<file path="src/mm_cfg_pkg.sv">
`default_nettype none

package mm_cfg_pkg;

  // Bus and field widths
  localparam int unsigned DATA_W = 32;
  localparam int unsigned ADDR_W = 3;
  localparam int unsigned LEN_W  = 16;

  // Number of host-visible words
  localparam int unsigned NUM_REGS = 7;

  // Word offsets of the job registers
  localparam logic [ADDR_W-1:0] REG_OP_A   = 3'd0;
  localparam logic [ADDR_W-1:0] REG_OP_B   = 3'd1;
  localparam logic [ADDR_W-1:0] REG_LEN    = 3'd2;
  localparam logic [ADDR_W-1:0] REG_START  = 3'd3;
  localparam logic [ADDR_W-1:0] REG_CLEAR  = 3'd4;
  localparam logic [ADDR_W-1:0] REG_STATUS = 3'd5;
  localparam logic [ADDR_W-1:0] REG_RESULT = 3'd6;

  // Status register layout
  localparam int unsigned STATUS_BUSY_BIT = 0;
  localparam int unsigned STATUS_DONE_BIT = 1;

endpackage

`default_nettype wire

</file>
<file path="src/mm_ctrl_pkg.sv">
`default_nettype none

package mm_ctrl_pkg;

  // Controller states, in the order the FSM walks them
  typedef enum logic [2:0] {
    LATCH_RST,
    IDLE,
    STARTING,
    COMPUTING,
    FINISHED
  } ctrl_state_e;

  // Elements per tile
  localparam int unsigned DEF_TILE_LEN = 8;

  // Cycles spent in the operand load phase
  localparam int unsigned DEF_LOAD_CYCLES = 2;

endpackage

`default_nettype wire

</file>
<file path="src/mm_reg_slave.sv">
`timescale 1ns/1ps
`default_nettype none

module mm_reg_slave (
  input  logic                                clk_i,
  input  logic                                rst_ni,
  input  logic                                wb_cyc_i,
  input  logic                                wb_stb_i,
  input  logic                                wb_we_i,
  input  logic [mm_cfg_pkg::ADDR_W-1:0]       wb_adr_i,
  input  logic [mm_cfg_pkg::DATA_W-1:0]       wb_dat_i,
  input  logic [mm_cfg_pkg::DATA_W/8-1:0]     wb_sel_i,
  output logic [mm_cfg_pkg::DATA_W-1:0]       wb_dat_o,
  output logic                                wb_ack_o,
  input  logic                                busy_i,
  input  logic                                done_i,
  input  logic [mm_cfg_pkg::DATA_W-1:0]       result_i,
  output logic                                start_o,
  output logic                                clear_o,
  output logic [mm_cfg_pkg::DATA_W-1:0]       op_a_o,
  output logic [mm_cfg_pkg::DATA_W-1:0]       op_b_o,
  output logic [mm_cfg_pkg::LEN_W-1:0]        len_o
);

  localparam int unsigned DW    = mm_cfg_pkg::DATA_W;
  localparam int unsigned SEL_W = mm_cfg_pkg::DATA_W / 8;

  logic          req, wr_req, rd_req, start_wr;
  logic          ack_q, start_q, clear_q, done_q;
  logic [DW-1:0] op_a_q, op_b_q, result_q, rdata_q, status;
  logic [mm_cfg_pkg::LEN_W-1:0] len_q;

  // Byte-lane merge for the operand registers
  function automatic logic [DW-1:0] merge_bytes(input logic [DW-1:0]    old_val,
                                                input logic [DW-1:0]    new_val,
                                                input logic [SEL_W-1:0] sel);
    logic [DW-1:0] res;
    res = old_val;
    for (int b = 0; b < SEL_W; b++) begin
      if (sel[b]) begin
        res[8*b +: 8] = new_val[8*b +: 8];
      end
    end
    return res;
  endfunction

  // New request only on the first cycle, so a held strobe is acked once
  assign req      = wb_cyc_i & wb_stb_i & ~ack_q;
  assign wr_req   = req & wb_we_i;
  assign rd_req   = req & ~wb_we_i;
  assign start_wr = wr_req && (wb_adr_i == mm_cfg_pkg::REG_START) && wb_dat_i[0] && !busy_i;

  always_comb begin
    status = '0;
    status[mm_cfg_pkg::STATUS_BUSY_BIT] = busy_i;
    status[mm_cfg_pkg::STATUS_DONE_BIT] = done_q;
  end

  always_ff @(posedge clk_i or negedge rst_ni) begin
    if (!rst_ni) begin
      ack_q    <= 1'b0;
      start_q  <= 1'b0;
      clear_q  <= 1'b0;
      done_q   <= 1'b0;
      result_q <= '0;
      op_a_q   <= '0;
      op_b_q   <= '0;
      len_q    <= '0;
    end else begin
      ack_q   <= req;
      start_q <= start_wr;
      clear_q <= wr_req && (wb_adr_i == mm_cfg_pkg::REG_CLEAR) && wb_dat_i[0];
      if (wr_req && wb_adr_i == mm_cfg_pkg::REG_OP_A) begin
        op_a_q <= merge_bytes(op_a_q, wb_dat_i, wb_sel_i);
      end
      if (wr_req && wb_adr_i == mm_cfg_pkg::REG_OP_B) begin
        op_b_q <= merge_bytes(op_b_q, wb_dat_i, wb_sel_i);
      end
      if (wr_req && wb_adr_i == mm_cfg_pkg::REG_LEN) begin
        len_q <= wb_dat_i[mm_cfg_pkg::LEN_W-1:0];
      end
      // Sticky done, dropped by the next accepted start or a soft clear
      if (done_i) begin
        done_q   <= 1'b1;
        result_q <= result_i;
      end else if (start_wr || clear_q) begin
        done_q <= 1'b0;
      end
    end
  end

  // Read data goes out together with the ack
  always_ff @(posedge clk_i) begin
    if (rd_req) begin
      case (wb_adr_i)
        mm_cfg_pkg::REG_OP_A:   rdata_q <= op_a_q;
        mm_cfg_pkg::REG_OP_B:   rdata_q <= op_b_q;
        mm_cfg_pkg::REG_LEN:    rdata_q <= DW'(len_q);
        mm_cfg_pkg::REG_STATUS: rdata_q <= status;
        mm_cfg_pkg::REG_RESULT: rdata_q <= result_q;
        default:                rdata_q <= '0;
      endcase
    end
  end

  assign wb_dat_o = rdata_q;
  assign wb_ack_o = ack_q;
  assign start_o  = start_q;
  assign clear_o  = clear_q;
  assign op_a_o   = op_a_q;
  assign op_b_o   = op_b_q;
  assign len_o    = len_q;

endmodule

`default_nettype wire

</file>
<file path="src/mm_tiler.sv">
`timescale 1ns/1ps
`default_nettype none

module mm_tiler #(
  parameter int unsigned TILE_LEN = 8
) (
  input  logic                          clk_i,
  input  logic                          rst_ni,
  input  logic                          clear_i,
  input  logic                          setback_i,
  input  logic                          start_i,
  input  logic [mm_cfg_pkg::DATA_W-1:0] op_a_i,
  input  logic [mm_cfg_pkg::DATA_W-1:0] op_b_i,
  input  logic [mm_cfg_pkg::LEN_W-1:0]  len_i,
  output logic                          valid_o,
  output logic [mm_cfg_pkg::DATA_W-1:0] op_a_o,
  output logic [mm_cfg_pkg::DATA_W-1:0] op_b_o,
  output logic [mm_cfg_pkg::LEN_W-1:0]  len_o,
  output logic [mm_cfg_pkg::LEN_W-1:0]  num_tiles_o,
  output logic [mm_cfg_pkg::LEN_W-1:0]  last_tile_len_o
);

  localparam int unsigned LW = mm_cfg_pkg::LEN_W;

  logic                          valid_q;
  logic [mm_cfg_pkg::DATA_W-1:0] op_a_q, op_b_q;
  logic [LW-1:0]                 len_q, rem;

  always_ff @(posedge clk_i or negedge rst_ni) begin
    if (!rst_ni) begin
      valid_q <= 1'b0;
    end else if (clear_i || setback_i) begin
      valid_q <= 1'b0;
    end else if (start_i) begin
      valid_q <= 1'b1;
    end
  end

  // Snapshot of the job, the host may reprogram while it runs
  always_ff @(posedge clk_i) begin
    if (start_i) begin
      op_a_q <= op_a_i;
      op_b_q <= op_b_i;
      len_q  <= len_i;
    end
  end

  // Ceiling division and remainder of the last tile
  assign rem             = LW'(32'(len_q) % TILE_LEN);
  assign num_tiles_o     = LW'((32'(len_q) + TILE_LEN - 1) / TILE_LEN);
  assign last_tile_len_o = (rem == '0) ? LW'(TILE_LEN) : rem;

  assign valid_o = valid_q;
  assign op_a_o  = op_a_q;
  assign op_b_o  = op_b_q;
  assign len_o   = len_q;

endmodule

`default_nettype wire

</file>
<file path="src/mm_ctrl.sv">
`timescale 1ns/1ps
`default_nettype none

module mm_ctrl #(
  parameter int unsigned TILE_LEN = 8
) (
  input  logic                            clk_i,
  input  logic                            rst_ni,
  input  logic                            wb_cyc_i,
  input  logic                            wb_stb_i,
  input  logic                            wb_we_i,
  input  logic [mm_cfg_pkg::ADDR_W-1:0]   wb_adr_i,
  input  logic [mm_cfg_pkg::DATA_W-1:0]   wb_dat_i,
  input  logic [mm_cfg_pkg::DATA_W/8-1:0] wb_sel_i,
  output logic [mm_cfg_pkg::DATA_W-1:0]   wb_dat_o,
  output logic                            wb_ack_o,
  input  logic                            loaded_i,
  input  logic                            last_i,
  input  logic [mm_cfg_pkg::DATA_W-1:0]   result_i,
  output logic                            irq_o,
  output logic                            clear_o,
  output logic                            flush_o,
  output logic                            first_load_o,
  output logic                            busy_o,
  output logic [mm_cfg_pkg::DATA_W-1:0]   op_a_o,
  output logic [mm_cfg_pkg::DATA_W-1:0]   op_b_o,
  output logic [mm_cfg_pkg::LEN_W-1:0]    num_tiles_o,
  output logic [mm_cfg_pkg::LEN_W-1:0]    last_tile_len_o
);

  mm_ctrl_pkg::ctrl_state_e state_q, state_d;

  logic                          soft_clear, slave_start, start_pending_q;
  logic                          tiler_setback, tiler_valid, busy, done;
  logic [mm_cfg_pkg::DATA_W-1:0] reg_op_a, reg_op_b;
  logic [mm_cfg_pkg::LEN_W-1:0]  reg_len;

  mm_reg_slave i_reg_slave (
    .clk_i    ( clk_i       ),
    .rst_ni   ( rst_ni      ),
    .wb_cyc_i ( wb_cyc_i    ),
    .wb_stb_i ( wb_stb_i    ),
    .wb_we_i  ( wb_we_i     ),
    .wb_adr_i ( wb_adr_i    ),
    .wb_dat_i ( wb_dat_i    ),
    .wb_sel_i ( wb_sel_i    ),
    .wb_dat_o ( wb_dat_o    ),
    .wb_ack_o ( wb_ack_o    ),
    .busy_i   ( busy        ),
    .done_i   ( done        ),
    .result_i ( result_i    ),
    .start_o  ( slave_start ),
    .clear_o  ( soft_clear  ),
    .op_a_o   ( reg_op_a    ),
    .op_b_o   ( reg_op_b    ),
    .len_o    ( reg_len     )
  );

  mm_tiler #(
    .TILE_LEN ( TILE_LEN )
  ) i_tiler (
    .clk_i           ( clk_i           ),
    .rst_ni          ( rst_ni          ),
    .clear_i         ( soft_clear      ),
    .setback_i       ( tiler_setback   ),
    .start_i         ( slave_start     ),
    .op_a_i          ( reg_op_a        ),
    .op_b_i          ( reg_op_b        ),
    .len_i           ( reg_len         ),
    .valid_o         ( tiler_valid     ),
    .op_a_o          ( op_a_o          ),
    .op_b_o          ( op_b_o          ),
    .len_o           (                 ),
    .num_tiles_o     ( num_tiles_o     ),
    .last_tile_len_o ( last_tile_len_o )
  );

  always_ff @(posedge clk_i or negedge rst_ni) begin
    if (!rst_ni) begin
      state_q <= mm_ctrl_pkg::LATCH_RST;
    end else if (soft_clear) begin
      state_q <= mm_ctrl_pkg::IDLE;
    end else begin
      state_q <= state_d;
    end
  end

  // Start stays pending until the tiler is set back
  always_ff @(posedge clk_i or negedge rst_ni) begin
    if (!rst_ni) begin
      start_pending_q <= 1'b0;
    end else if (soft_clear || tiler_setback) begin
      start_pending_q <= 1'b0;
    end else if (slave_start) begin
      start_pending_q <= 1'b1;
    end
  end

  always_comb begin
    state_d = state_q;
    case (state_q)
      mm_ctrl_pkg::LATCH_RST: state_d = mm_ctrl_pkg::IDLE;
      mm_ctrl_pkg::IDLE: begin
        if (start_pending_q && tiler_valid) begin
          state_d = mm_ctrl_pkg::STARTING;
        end
      end
      mm_ctrl_pkg::STARTING: begin
        if (loaded_i) begin
          state_d = mm_ctrl_pkg::COMPUTING;
        end
      end
      mm_ctrl_pkg::COMPUTING: begin
        if (last_i) begin
          state_d = mm_ctrl_pkg::FINISHED;
        end
      end
      default: state_d = mm_ctrl_pkg::IDLE;
    endcase
  end

  assign tiler_setback = (state_q == mm_ctrl_pkg::IDLE) && (state_d == mm_ctrl_pkg::STARTING);
  assign busy          = (state_q == mm_ctrl_pkg::STARTING) || (state_q == mm_ctrl_pkg::COMPUTING);
  assign done          = state_q == mm_ctrl_pkg::FINISHED;
  assign first_load_o  = state_q == mm_ctrl_pkg::STARTING;
  assign flush_o       = done;
  assign irq_o         = done;
  assign busy_o        = busy;
  assign clear_o       = soft_clear || (state_q == mm_ctrl_pkg::LATCH_RST);

endmodule

`default_nettype wire

</file>
<file path="src/mm_engine.sv">
`timescale 1ns/1ps
`default_nettype none

module mm_engine #(
  parameter int unsigned TILE_LEN    = 8,
  parameter int unsigned LOAD_CYCLES = 2
) (
  input  logic                          clk_i,
  input  logic                          rst_ni,
  input  logic                          clear_i,
  input  logic                          first_load_i,
  input  logic                          flush_i,
  input  logic [mm_cfg_pkg::DATA_W-1:0] op_a_i,
  input  logic [mm_cfg_pkg::DATA_W-1:0] op_b_i,
  input  logic [mm_cfg_pkg::LEN_W-1:0]  num_tiles_i,
  input  logic [mm_cfg_pkg::LEN_W-1:0]  last_tile_len_i,
  output logic                          loaded_o,
  output logic                          last_o,
  output logic [mm_cfg_pkg::DATA_W-1:0] result_o
);

  localparam int unsigned DW     = mm_cfg_pkg::DATA_W;
  localparam int unsigned LW     = mm_cfg_pkg::LEN_W;
  localparam int unsigned LOAD_W = (LOAD_CYCLES > 1) ? $clog2(LOAD_CYCLES) : 1;

  logic [LOAD_W-1:0] load_cnt_q;
  logic              computing_q, last_tile, elem_last;
  logic [LW-1:0]     tile_idx_q, elem_idx_q, cur_tile_len, elem_g;
  logic [DW-1:0]     acc_q, opa_val, opb_val, prod;

  assign loaded_o = first_load_i && (load_cnt_q == LOAD_W'(LOAD_CYCLES - 1));

  // Shortened length on the final tile
  assign last_tile    = tile_idx_q == (num_tiles_i - LW'(1));
  assign cur_tile_len = last_tile ? last_tile_len_i : LW'(TILE_LEN);
  assign elem_last    = elem_idx_q == (cur_tile_len - LW'(1));
  assign last_o       = computing_q && ((num_tiles_i == '0) || (last_tile && elem_last));

  // Global element index and its generated operands
  assign elem_g  = LW'(tile_idx_q * TILE_LEN) + elem_idx_q;
  assign opa_val = op_a_i + DW'(elem_g);
  assign opb_val = op_b_i ^ DW'(elem_g);
  assign prod    = opa_val * opb_val;

  always_ff @(posedge clk_i or negedge rst_ni) begin
    if (!rst_ni) begin
      load_cnt_q  <= '0;
      computing_q <= 1'b0;
      tile_idx_q  <= '0;
      elem_idx_q  <= '0;
    end else if (clear_i || flush_i) begin
      load_cnt_q  <= '0;
      computing_q <= 1'b0;
      tile_idx_q  <= '0;
      elem_idx_q  <= '0;
    end else begin
      if (first_load_i) begin
        load_cnt_q <= loaded_o ? '0 : load_cnt_q + LOAD_W'(1);
      end
      if (loaded_o) begin
        computing_q <= 1'b1;
      end
      if (computing_q) begin
        if (last_o) begin
          computing_q <= 1'b0;
          tile_idx_q  <= '0;
          elem_idx_q  <= '0;
        end else if (elem_last) begin
          elem_idx_q <= '0;
          tile_idx_q <= tile_idx_q + LW'(1);
        end else begin
          elem_idx_q <= elem_idx_q + LW'(1);
        end
      end
    end
  end

  // Accumulator survives flush so the slave can still latch it
  always_ff @(posedge clk_i or negedge rst_ni) begin
    if (!rst_ni) begin
      acc_q <= '0;
    end else if (clear_i || loaded_o) begin
      acc_q <= '0;
    end else if (computing_q && num_tiles_i != '0) begin
      acc_q <= acc_q + prod;
    end
  end

  assign result_o = acc_q;

endmodule

`default_nettype wire

</file>
<file path="src/mm_top.sv">
`timescale 1ns/1ps
`default_nettype none

module mm_top #(
  parameter int unsigned TILE_LEN    = mm_ctrl_pkg::DEF_TILE_LEN,
  parameter int unsigned LOAD_CYCLES = mm_ctrl_pkg::DEF_LOAD_CYCLES
) (
  input  logic                            clk_i,
  input  logic                            rst_ni,
  input  logic                            wb_cyc_i,
  input  logic                            wb_stb_i,
  input  logic                            wb_we_i,
  input  logic [mm_cfg_pkg::ADDR_W-1:0]   wb_adr_i,
  input  logic [mm_cfg_pkg::DATA_W-1:0]   wb_dat_i,
  input  logic [mm_cfg_pkg::DATA_W/8-1:0] wb_sel_i,
  output logic [mm_cfg_pkg::DATA_W-1:0]   wb_dat_o,
  output logic                            wb_ack_o,
  output logic                            irq_o
);

  logic                          clear, flush, first_load, loaded, last;
  logic [mm_cfg_pkg::DATA_W-1:0] op_a, op_b, result;
  logic [mm_cfg_pkg::LEN_W-1:0]  num_tiles, last_tile_len;

  mm_ctrl #(
    .TILE_LEN ( TILE_LEN )
  ) i_ctrl (
    .clk_i           ( clk_i         ),
    .rst_ni          ( rst_ni        ),
    .wb_cyc_i        ( wb_cyc_i      ),
    .wb_stb_i        ( wb_stb_i      ),
    .wb_we_i         ( wb_we_i       ),
    .wb_adr_i        ( wb_adr_i      ),
    .wb_dat_i        ( wb_dat_i      ),
    .wb_sel_i        ( wb_sel_i      ),
    .wb_dat_o        ( wb_dat_o      ),
    .wb_ack_o        ( wb_ack_o      ),
    .loaded_i        ( loaded        ),
    .last_i          ( last          ),
    .result_i        ( result        ),
    .irq_o           ( irq_o         ),
    .clear_o         ( clear         ),
    .flush_o         ( flush         ),
    .first_load_o    ( first_load    ),
    .busy_o          (               ),
    .op_a_o          ( op_a          ),
    .op_b_o          ( op_b          ),
    .num_tiles_o     ( num_tiles     ),
    .last_tile_len_o ( last_tile_len )
  );

  mm_engine #(
    .TILE_LEN    ( TILE_LEN    ),
    .LOAD_CYCLES ( LOAD_CYCLES )
  ) i_engine (
    .clk_i           ( clk_i         ),
    .rst_ni          ( rst_ni        ),
    .clear_i         ( clear         ),
    .first_load_i    ( first_load    ),
    .flush_i         ( flush         ),
    .op_a_i          ( op_a          ),
    .op_b_i          ( op_b          ),
    .num_tiles_i     ( num_tiles     ),
    .last_tile_len_i ( last_tile_len ),
    .loaded_o        ( loaded        ),
    .last_o          ( last          ),
    .result_o        ( result        )
  );

endmodule

`default_nettype wire

</file>
<file path="config.mk">
export PLATFORM = sky130hd
export DESIGN_NAME = mm_top
export DESIGN_NICKNAME = d
export VERILOG_FILES = /design/src/mm_cfg_pkg.sv /design/src/mm_ctrl_pkg.sv /design/src/mm_reg_slave.sv /design/src/mm_tiler.sv /design/src/mm_ctrl.sv /design/src/mm_engine.sv /design/src/mm_top.sv
export SDC_FILE = /design/constraint.sdc
export NUM_CORES = 2
export LEC_CHECK = 0
export BUFFER_PORTS_ARGS = -buffer_cell sky130_fd_sc_hd__clkbuf_2
export CAP_MARGIN = 20
export CORE_ASPECT_RATIO = 0.7
export CORE_UTILIZATION = 25
export CTS_CLUSTER_SIZE = 24
export DETAILED_ROUTE_END_ITERATION = 8
export GPL_TIMING_DRIVEN = 0
export RECOVER_POWER = 100
export SLEW_MARGIN = 25
export SYNTH_ARGS = -nofsm -noshare
export SYNTH_HDL_FRONTEND = slang
export SYNTH_SLANG_ARGS = --single-unit
</file>
<file path="constraint.sdc">
create_clock -name clk_i -period 14.1 [get_ports clk_i]
set_input_delay 0.705 -clock clk_i [delete_from_list [all_inputs] [get_ports clk_i]]
set_output_delay 0.705 -clock clk_i [all_outputs]
set_load 0.01 [all_outputs]
</file>
After elaboration in Yosys (flattened, before gate mapping)
Index checks and enable logic that the tools add are counted.
{"block": "totals", "regBits": 298, "inputBits": 44, "out_inout_bits": 34}
{"block": "op_classes", "add_sub_neg": 10, "multipliers": 1, "eq_ne": 13, "muxes": 29, "bitwise_logic": 7, "n_reduce_logical": 41}
{"operator": "$pmux W32 S5", "n": 1}
{"operator": "$mux W16", "n": 8}
{"operator": "$mux W32", "n": 2}
{"operator": "$add A16 B1 Y16 const B", "n": 2}
{"operator": "$add A32 B16 Y32", "n": 1}
{"operator": "$add A32 B32 Y32", "n": 1}
{"operator": "$eq A16 B16 Y1", "n": 2}
{"operator": "$logic_not A16 Y1", "n": 2}
{"operator": "$mul A32 B32 Y32", "n": 1}
{"operator": "$xor A32 B16 Y32", "n": 1}
{"operator": "$reduce_and A2 Y1", "n": 9}
{"operator": "$sub A17 B1 Y18 const B", "n": 1}
{"operator": "$add A16 B4 Y17 const B", "n": 1}
{"operator": "$add A16 B16 Y16", "n": 1}
{"operator": "$reduce_bool A16 Y1", "n": 1}
{"operator": "$sub A15 B2 Y16 const B", "n": 1}
{"operator": "$sub A16 B1 Y16 const B", "n": 1}
{"operator": "$eq A3 B2 Y1 const B", "n": 5}
{"operator": "$logic_and A1 B1 Y1", "n": 13}
{"operator": "$eq A3 B3 Y1 const B", "n": 4}
{"operator": "$mux W3", "n": 4}
{"operator": "$mux W1", "n": 11}
{"operator": "$reduce_bool A2 Y1", "n": 5}
{"operator": "$pmux W3 S3", "n": 1}
{"operator": "other kinds (9)", "n": 22}

Logic depth before layout (Yosys ltp)
{"block": "logic_depth", "depth_word": 16, "mapped_depth": 48, "depth_no_buf": 47}

By module
Synthesis repeated with hierarchy kept, for this count alone.
{"block": "unflattened", "hier_cells": 3267, "area_unflattened_um2": 32020.7}
{"mod": "mm_engine", "n_inst": 1, "cells_each": 2686, "area_each_um2": 22768.1, "seq_area_each_um2": 1651.6}
{"mod": "mm_reg_slave", "n_inst": 1, "cells_each": 418, "area_each_um2": 6222.2, "seq_area_each_um2": 3863.7}
{"mod": "mm_tiler", "n_inst": 1, "cells_each": 140, "area_each_um2": 2815.2, "seq_area_each_um2": 2427.3}
{"mod": "mm_ctrl", "n_inst": 1, "cells_each": 23, "area_each_um2": 215.2, "seq_area_each_um2": 100.1}

Worst setup path after synthesis
OpenSTA, ideal clock, no wires.
{"block": "synth_timing", "path_kind": "reg2reg", "start": "reg i_engine.tile_idx_q[0]", "end": "reg i_engine.acc_q[31], in the netlist i_engine.result_o[31]", "t_arrival_ps": 10723, "t_required_ps": 13975, "slack_ps": 3252, "path_stages_with_launch": 44, "path_buffers": 0, "synth_period_minus_slack_ps": 10848, "path_cell_list": "dfrtp_1 > ha_1 > inv_1 > fa_1 > nor2b_1 > o21ai_0 > nand2_1 > xor2_1 > ha_1 > a2111oi_2 > o21ai_1 > a31oi_1 > o31ai_1 > o21ai_0 > nor2_1 > nand3_1 > xor2_1 > nand2b_1 > (+8 left out) > inv_1 > fa_1 > fa_1 > fa_1 > xnor2_1 > xnor2_1 > xnor2_1 > xnor3_1 > xnor2_1 > xnor2_1 > xnor3_1 > xnor2_1 > xnor3_1 > xnor2_4 > or4_1 > a21o_1 > o2111ai_1 > o31ai_2"}
{"block": "synth_via", "elab_chain_len": 6, "elab_cells_between_ends": 7, "cone_classes": "3 x add/sub; 1 x mul; 2 x mux; 1 x bitwise"}
{"item": "start: declaration", "line": "mm_engine.sv:28", "text": "logic [LW-1:0] tile_idx_q, elem_idx_q, cur_tile_len, elem_g;"}
{"item": "start signal: assignment", "line": "mm_engine.sv:70", "text": "tile_idx_q <= tile_idx_q + LW'(1);"}
{"item": "$add A16 B16 Y16 *", "line": "mm_engine.sv:40", "text": "assign elem_g = LW'(tile_idx_q * TILE_LEN) + elem_idx_q;"}
{"item": "$add A32 B16 Y32 or $xor A32 B16 Y32 (tied branches)", "line": "mm_engine.sv:41, mm_engine.sv:42"}
{"item": "$mul A32 B32 Y32 *", "line": "mm_engine.sv:43", "text": "assign prod = opa_val * opb_val;"}
{"item": "$add A32 B32 Y32 *", "line": "mm_engine.sv:85", "text": "acc_q <= acc_q + prod;"}
{"item": "$mux W32 *", "line": "mm_engine.sv:84", "text": "end else if (computing_q && num_tiles_i != '0) begin"}
{"item": "$mux W32 *", "line": "mm_engine.sv:82", "text": "end else if (clear_i || loaded_o) begin"}
{"item": "end signal: assignment", "line": "mm_engine.sv:85"}
{"item": "end: declaration", "line": "mm_engine.sv:29", "text": "logic [DW-1:0] acc_q, opa_val, opb_val, prod;"}
Every way passes the cells marked *; elsewhere a longest branch is shown, timed or not. The select of a mux whose other input is x is not followed.
A chain may end at the register's enable or synchronous reset.

Final worst setup path
{"block": "layout_timing", "start": "reg i_engine.elem_idx_q[3]", "end": "reg i_engine.acc_q[31], in the netlist i_engine.result_o[31]"}
{"block": "layout_via", "elab_chain_len": 6, "elab_cells_between_ends": 7, "cone_classes": "3 x add/sub; 1 x mul; 2 x mux; 1 x bitwise"}
{"item": "start: declaration", "line": "mm_engine.sv:28"}
{"item": "start signal: assignment", "line": "mm_engine.sv:72", "text": "elem_idx_q <= elem_idx_q + LW'(1);"}
{"item": "$add A16 B16 Y16 *", "line": "mm_engine.sv:40"}
{"item": "$add A32 B16 Y32 or $xor A32 B16 Y32 (tied branches)", "line": "mm_engine.sv:41, mm_engine.sv:42"}
{"item": "$mul A32 B32 Y32 *", "line": "mm_engine.sv:43"}
{"item": "$add A32 B32 Y32 *", "line": "mm_engine.sv:85"}
{"item": "$mux W32 *", "line": "mm_engine.sv:84"}
{"item": "$mux W32 *", "line": "mm_engine.sv:82"}
Marks and branches as above.

==> run metrics <==
H-tree Lvls 1; Hold Crit Start wb_stb_i; CTS max path bufs 3; Initial Util 25.3%; reg2reg path depth 43; period utilisation layout 96.3%; Sum Neg Setup Slack 0 ps; commonest non-fill, non-tap cell in the layout inv_1; maximum number of pins on one net before global-route repair 80; worst skew pair latency 600 ps; Port Buffers 77; hold path cells 3; Rel. slew slack -205%; Max Fclk 73.7 MHz; RSZ-0062 raised after global routing no; synthesis-to-finish area growth 11.3%; Worst EP required 14600 ps; antenna violations before repair 5; critical path's largest stage delay 680 ps; gp weighted congestion 0.973; Post-synth top flop dfrtp_1; I/O pins 78; Min Hold Slack 363 ps; die footprint 125000 um^2; CTS root buf clkbuf_16; clock transition at the registers of the reported paths 90 ps; core region area 122000 um^2; Hold EP i_ctrl.i_reg_slave.wb_ack_o$_DFF_PN0_; RR Startpoint i_engine.elem_idx_q[3]$_DFFE_PN0P_; status finished, violations left; kind of critical path reg2reg; register bit total from synthesis 298; Final Max Tran Viols 283; CTS Sinks 298; DR vias/cell 4.75; most frequent cells in the layout inv_1, fa_1, nand2_1, nor2_1, dfrtp_1; critical path's slowest cell a2111oi_4; via count 23300; Routed Antenna Nets 0; site row count 107; DRT Wirelength 103000 um; Die Y 296 um; startpoint types register; worst-margin pin slew 4570 ps; Post-synth ARST share 62.4%; Fin. Hold Viols 0; max-cap violation count 6; WL/cell 21.0 um; Total Routing Usage GR 16.2%; number of global-route vias before repair 23100; Num CTS Buffers 25; number of unique standard cell types used by synthesis 73; Die X 422 um; R2R Setup Slk 520 ps; global-route wire length before repair 151000 um; post-CTS setup repair buffer count 0; gr ovfl total 0; CP most frequent cell fa_1; clk_skew 32.1 ps; DRC Markers 0; crit path DAT 14080 ps; average size of a mapped cell 9.88 um^2; Post-Syn Nets 3769; Final Util 28.2%; Place WS 819 ps; reg2reg end i_engine.result_o[31]$_DFFE_PN0P_; final number of setup-violating endpoints 0; synthesized instance count 3127; Worst Setup SP i_engine.elem_idx_q[3]$_DFFE_PN0P_; post-DP HPWL 84500 um; Worst Path Max Fanout 10; number of synthesized flops with an enable pin 112; Initial DRT Pass Iterations 5; crit path capture type register; Final WS setup 522 ps; register area share after synthesis 26.0%; fin crit period 13580 ps; failing checks max-capacitance violations, max-slew violations; Syn Std Cell Area 30900 um^2; layout cell share with drive strength beyond 1 7.30%; Final #Nets 3884; worst hold path class in2reg; initial DRC count 2396; YS warnings 0; TritonCTS clock tree yes
[cell usage after synthesis, drive strengths merged, types with 7 or more instances]
library cell,n,share of area [%]
a31oi,9,0.20
or4,10,0.24
nand2b,35,0.71
mux2i,30,0.97
nand3,35,0.57
a21o,21,0.51
xnor3,12,0.87
nand4,24,0.49
o22ai,9,0.18
or3,11,0.22
nor2,253,3.1
nor3,34,0.55
a21oi,72,1.2
o21ai,64,1.0
nor2b,12,0.24
dfrtp,186,15
o211ai,7,0.17
a211oi,9,0.23
edfxtp,112,11
xor2,70,2.0
o21a,10,0.24
nor4,9,0.18
o21bai,11,0.27
clkbuf,111,1.3
a22oi,17,0.41
xnor2,113,3.3
mux2,114,4.2
ha,158,6.4
inv,535,6.5
fa,440,29
nand2,407,4.9
and3,14,0.28
o2111ai,9,0.26
buf,13,0.17
and2,89,1.8
[flip-flops by register name (all words and copies together) (netlist names), 32 cells and up]
signal                       count
i_engine.result_o               32
i_ctrl.i_reg_slave.op_b_o       32
i_ctrl.i_tiler.op_b_o           32
i_ctrl.i_reg_slave.wb_dat_o     32
i_ctrl.i_reg_slave.op_a_o       32
i_ctrl.i_tiler.op_a_o           32
i_ctrl.i_reg_slave.result_q     32
[cells by family after synthesis]
family	share of synthesized area (%)
xor gates and xnor gates	6.17
buffers and inverters	8.02
DFF	26.0
and+or+nand+nor	13.9
muxes	5.13
AOI/OAI and AO/OA	5.86
adders and majority gates	34.9
[through the flow]
| step | cell area [um^2] | std cells |
|---|---|---|
| after floorplan | 30900 | 3127 |
| after global placement | 33300 | 4839 |
| after detailed placement | 33600 | 4849 |
| after CTS | 34500 | 4896 |
| after global routing | 34400 | 4896 |
| final | 34400 | 4899 |
[repair_timing]
action / 4_1_cts / 5_1_grt
setup endpoints to repair: 0 / 1
gates resized for setup: 0 / 2
hold endpoints to repair: 2 / 0
hold buffers: 1 / 0
[critical path: cells and delay by family (launching register included)]
kind,cells,cell delay (ps)
xor gates and xnor gates,2,900
buffers and inverters,7,1160
AOI/OAI and AO/OA,14,4400
adders and majority gates,12,5170
and+or+nand+nor,8,1320
DFF,1,500
[per-layer routing]
| layer | wire length, um | global-route usage (%) | vias up |
|---|---|---|---|
| met5 | 13 | 0 | - |
| met4 | 1490 | 2.33 | 2 |
| met3 | 15000 | 7.37 | 120 |
| met2 | 38600 | 21.1 | 1173 |
| met1 | 47700 | 24.4 | 11900 |
| li1 | - | - | 10100 |
[how the worst max path moves through the flow]
stage / end / slack (ps) / depth (start not counted)
after floorplan: i_engine.result_o[31]$_DFFE_PN0P_ / 3250 / 43
after global placement: i_engine.result_o[31]$_DFFE_PN0P_ / 610 / 42
after detailed placement: i_engine.result_o[31]$_DFFE_PN0P_ / 820 / 43
after CTS: i_engine.result_o[31]$_DFFE_PN0P_ / 730 / 43
after global routing: i_engine.result_o[31]$_DFFE_PN0P_ / 120 / 43
final: i_engine.result_o[31]$_DFFE_PN0P_ / 520 / 43
[area by class of cell]
class / count / area [um^2]
diodes: 3 / 7.51
plain buffers: 124 / 472
clock buffers: 35 / 693
clock inverters: 11 / 183
fillers: 12800 / 87700
inverters: 535 / 2010
multi-input cells: 2170 / 20500
flip-flops and latches: 298 / 8020
well taps: 1635 / 2050
repair buffers: 88 / 402
Power is left out: the tool's default activity adds up to more than one toggle a clock period on the data nets, which glitch-free logic cannot reach.
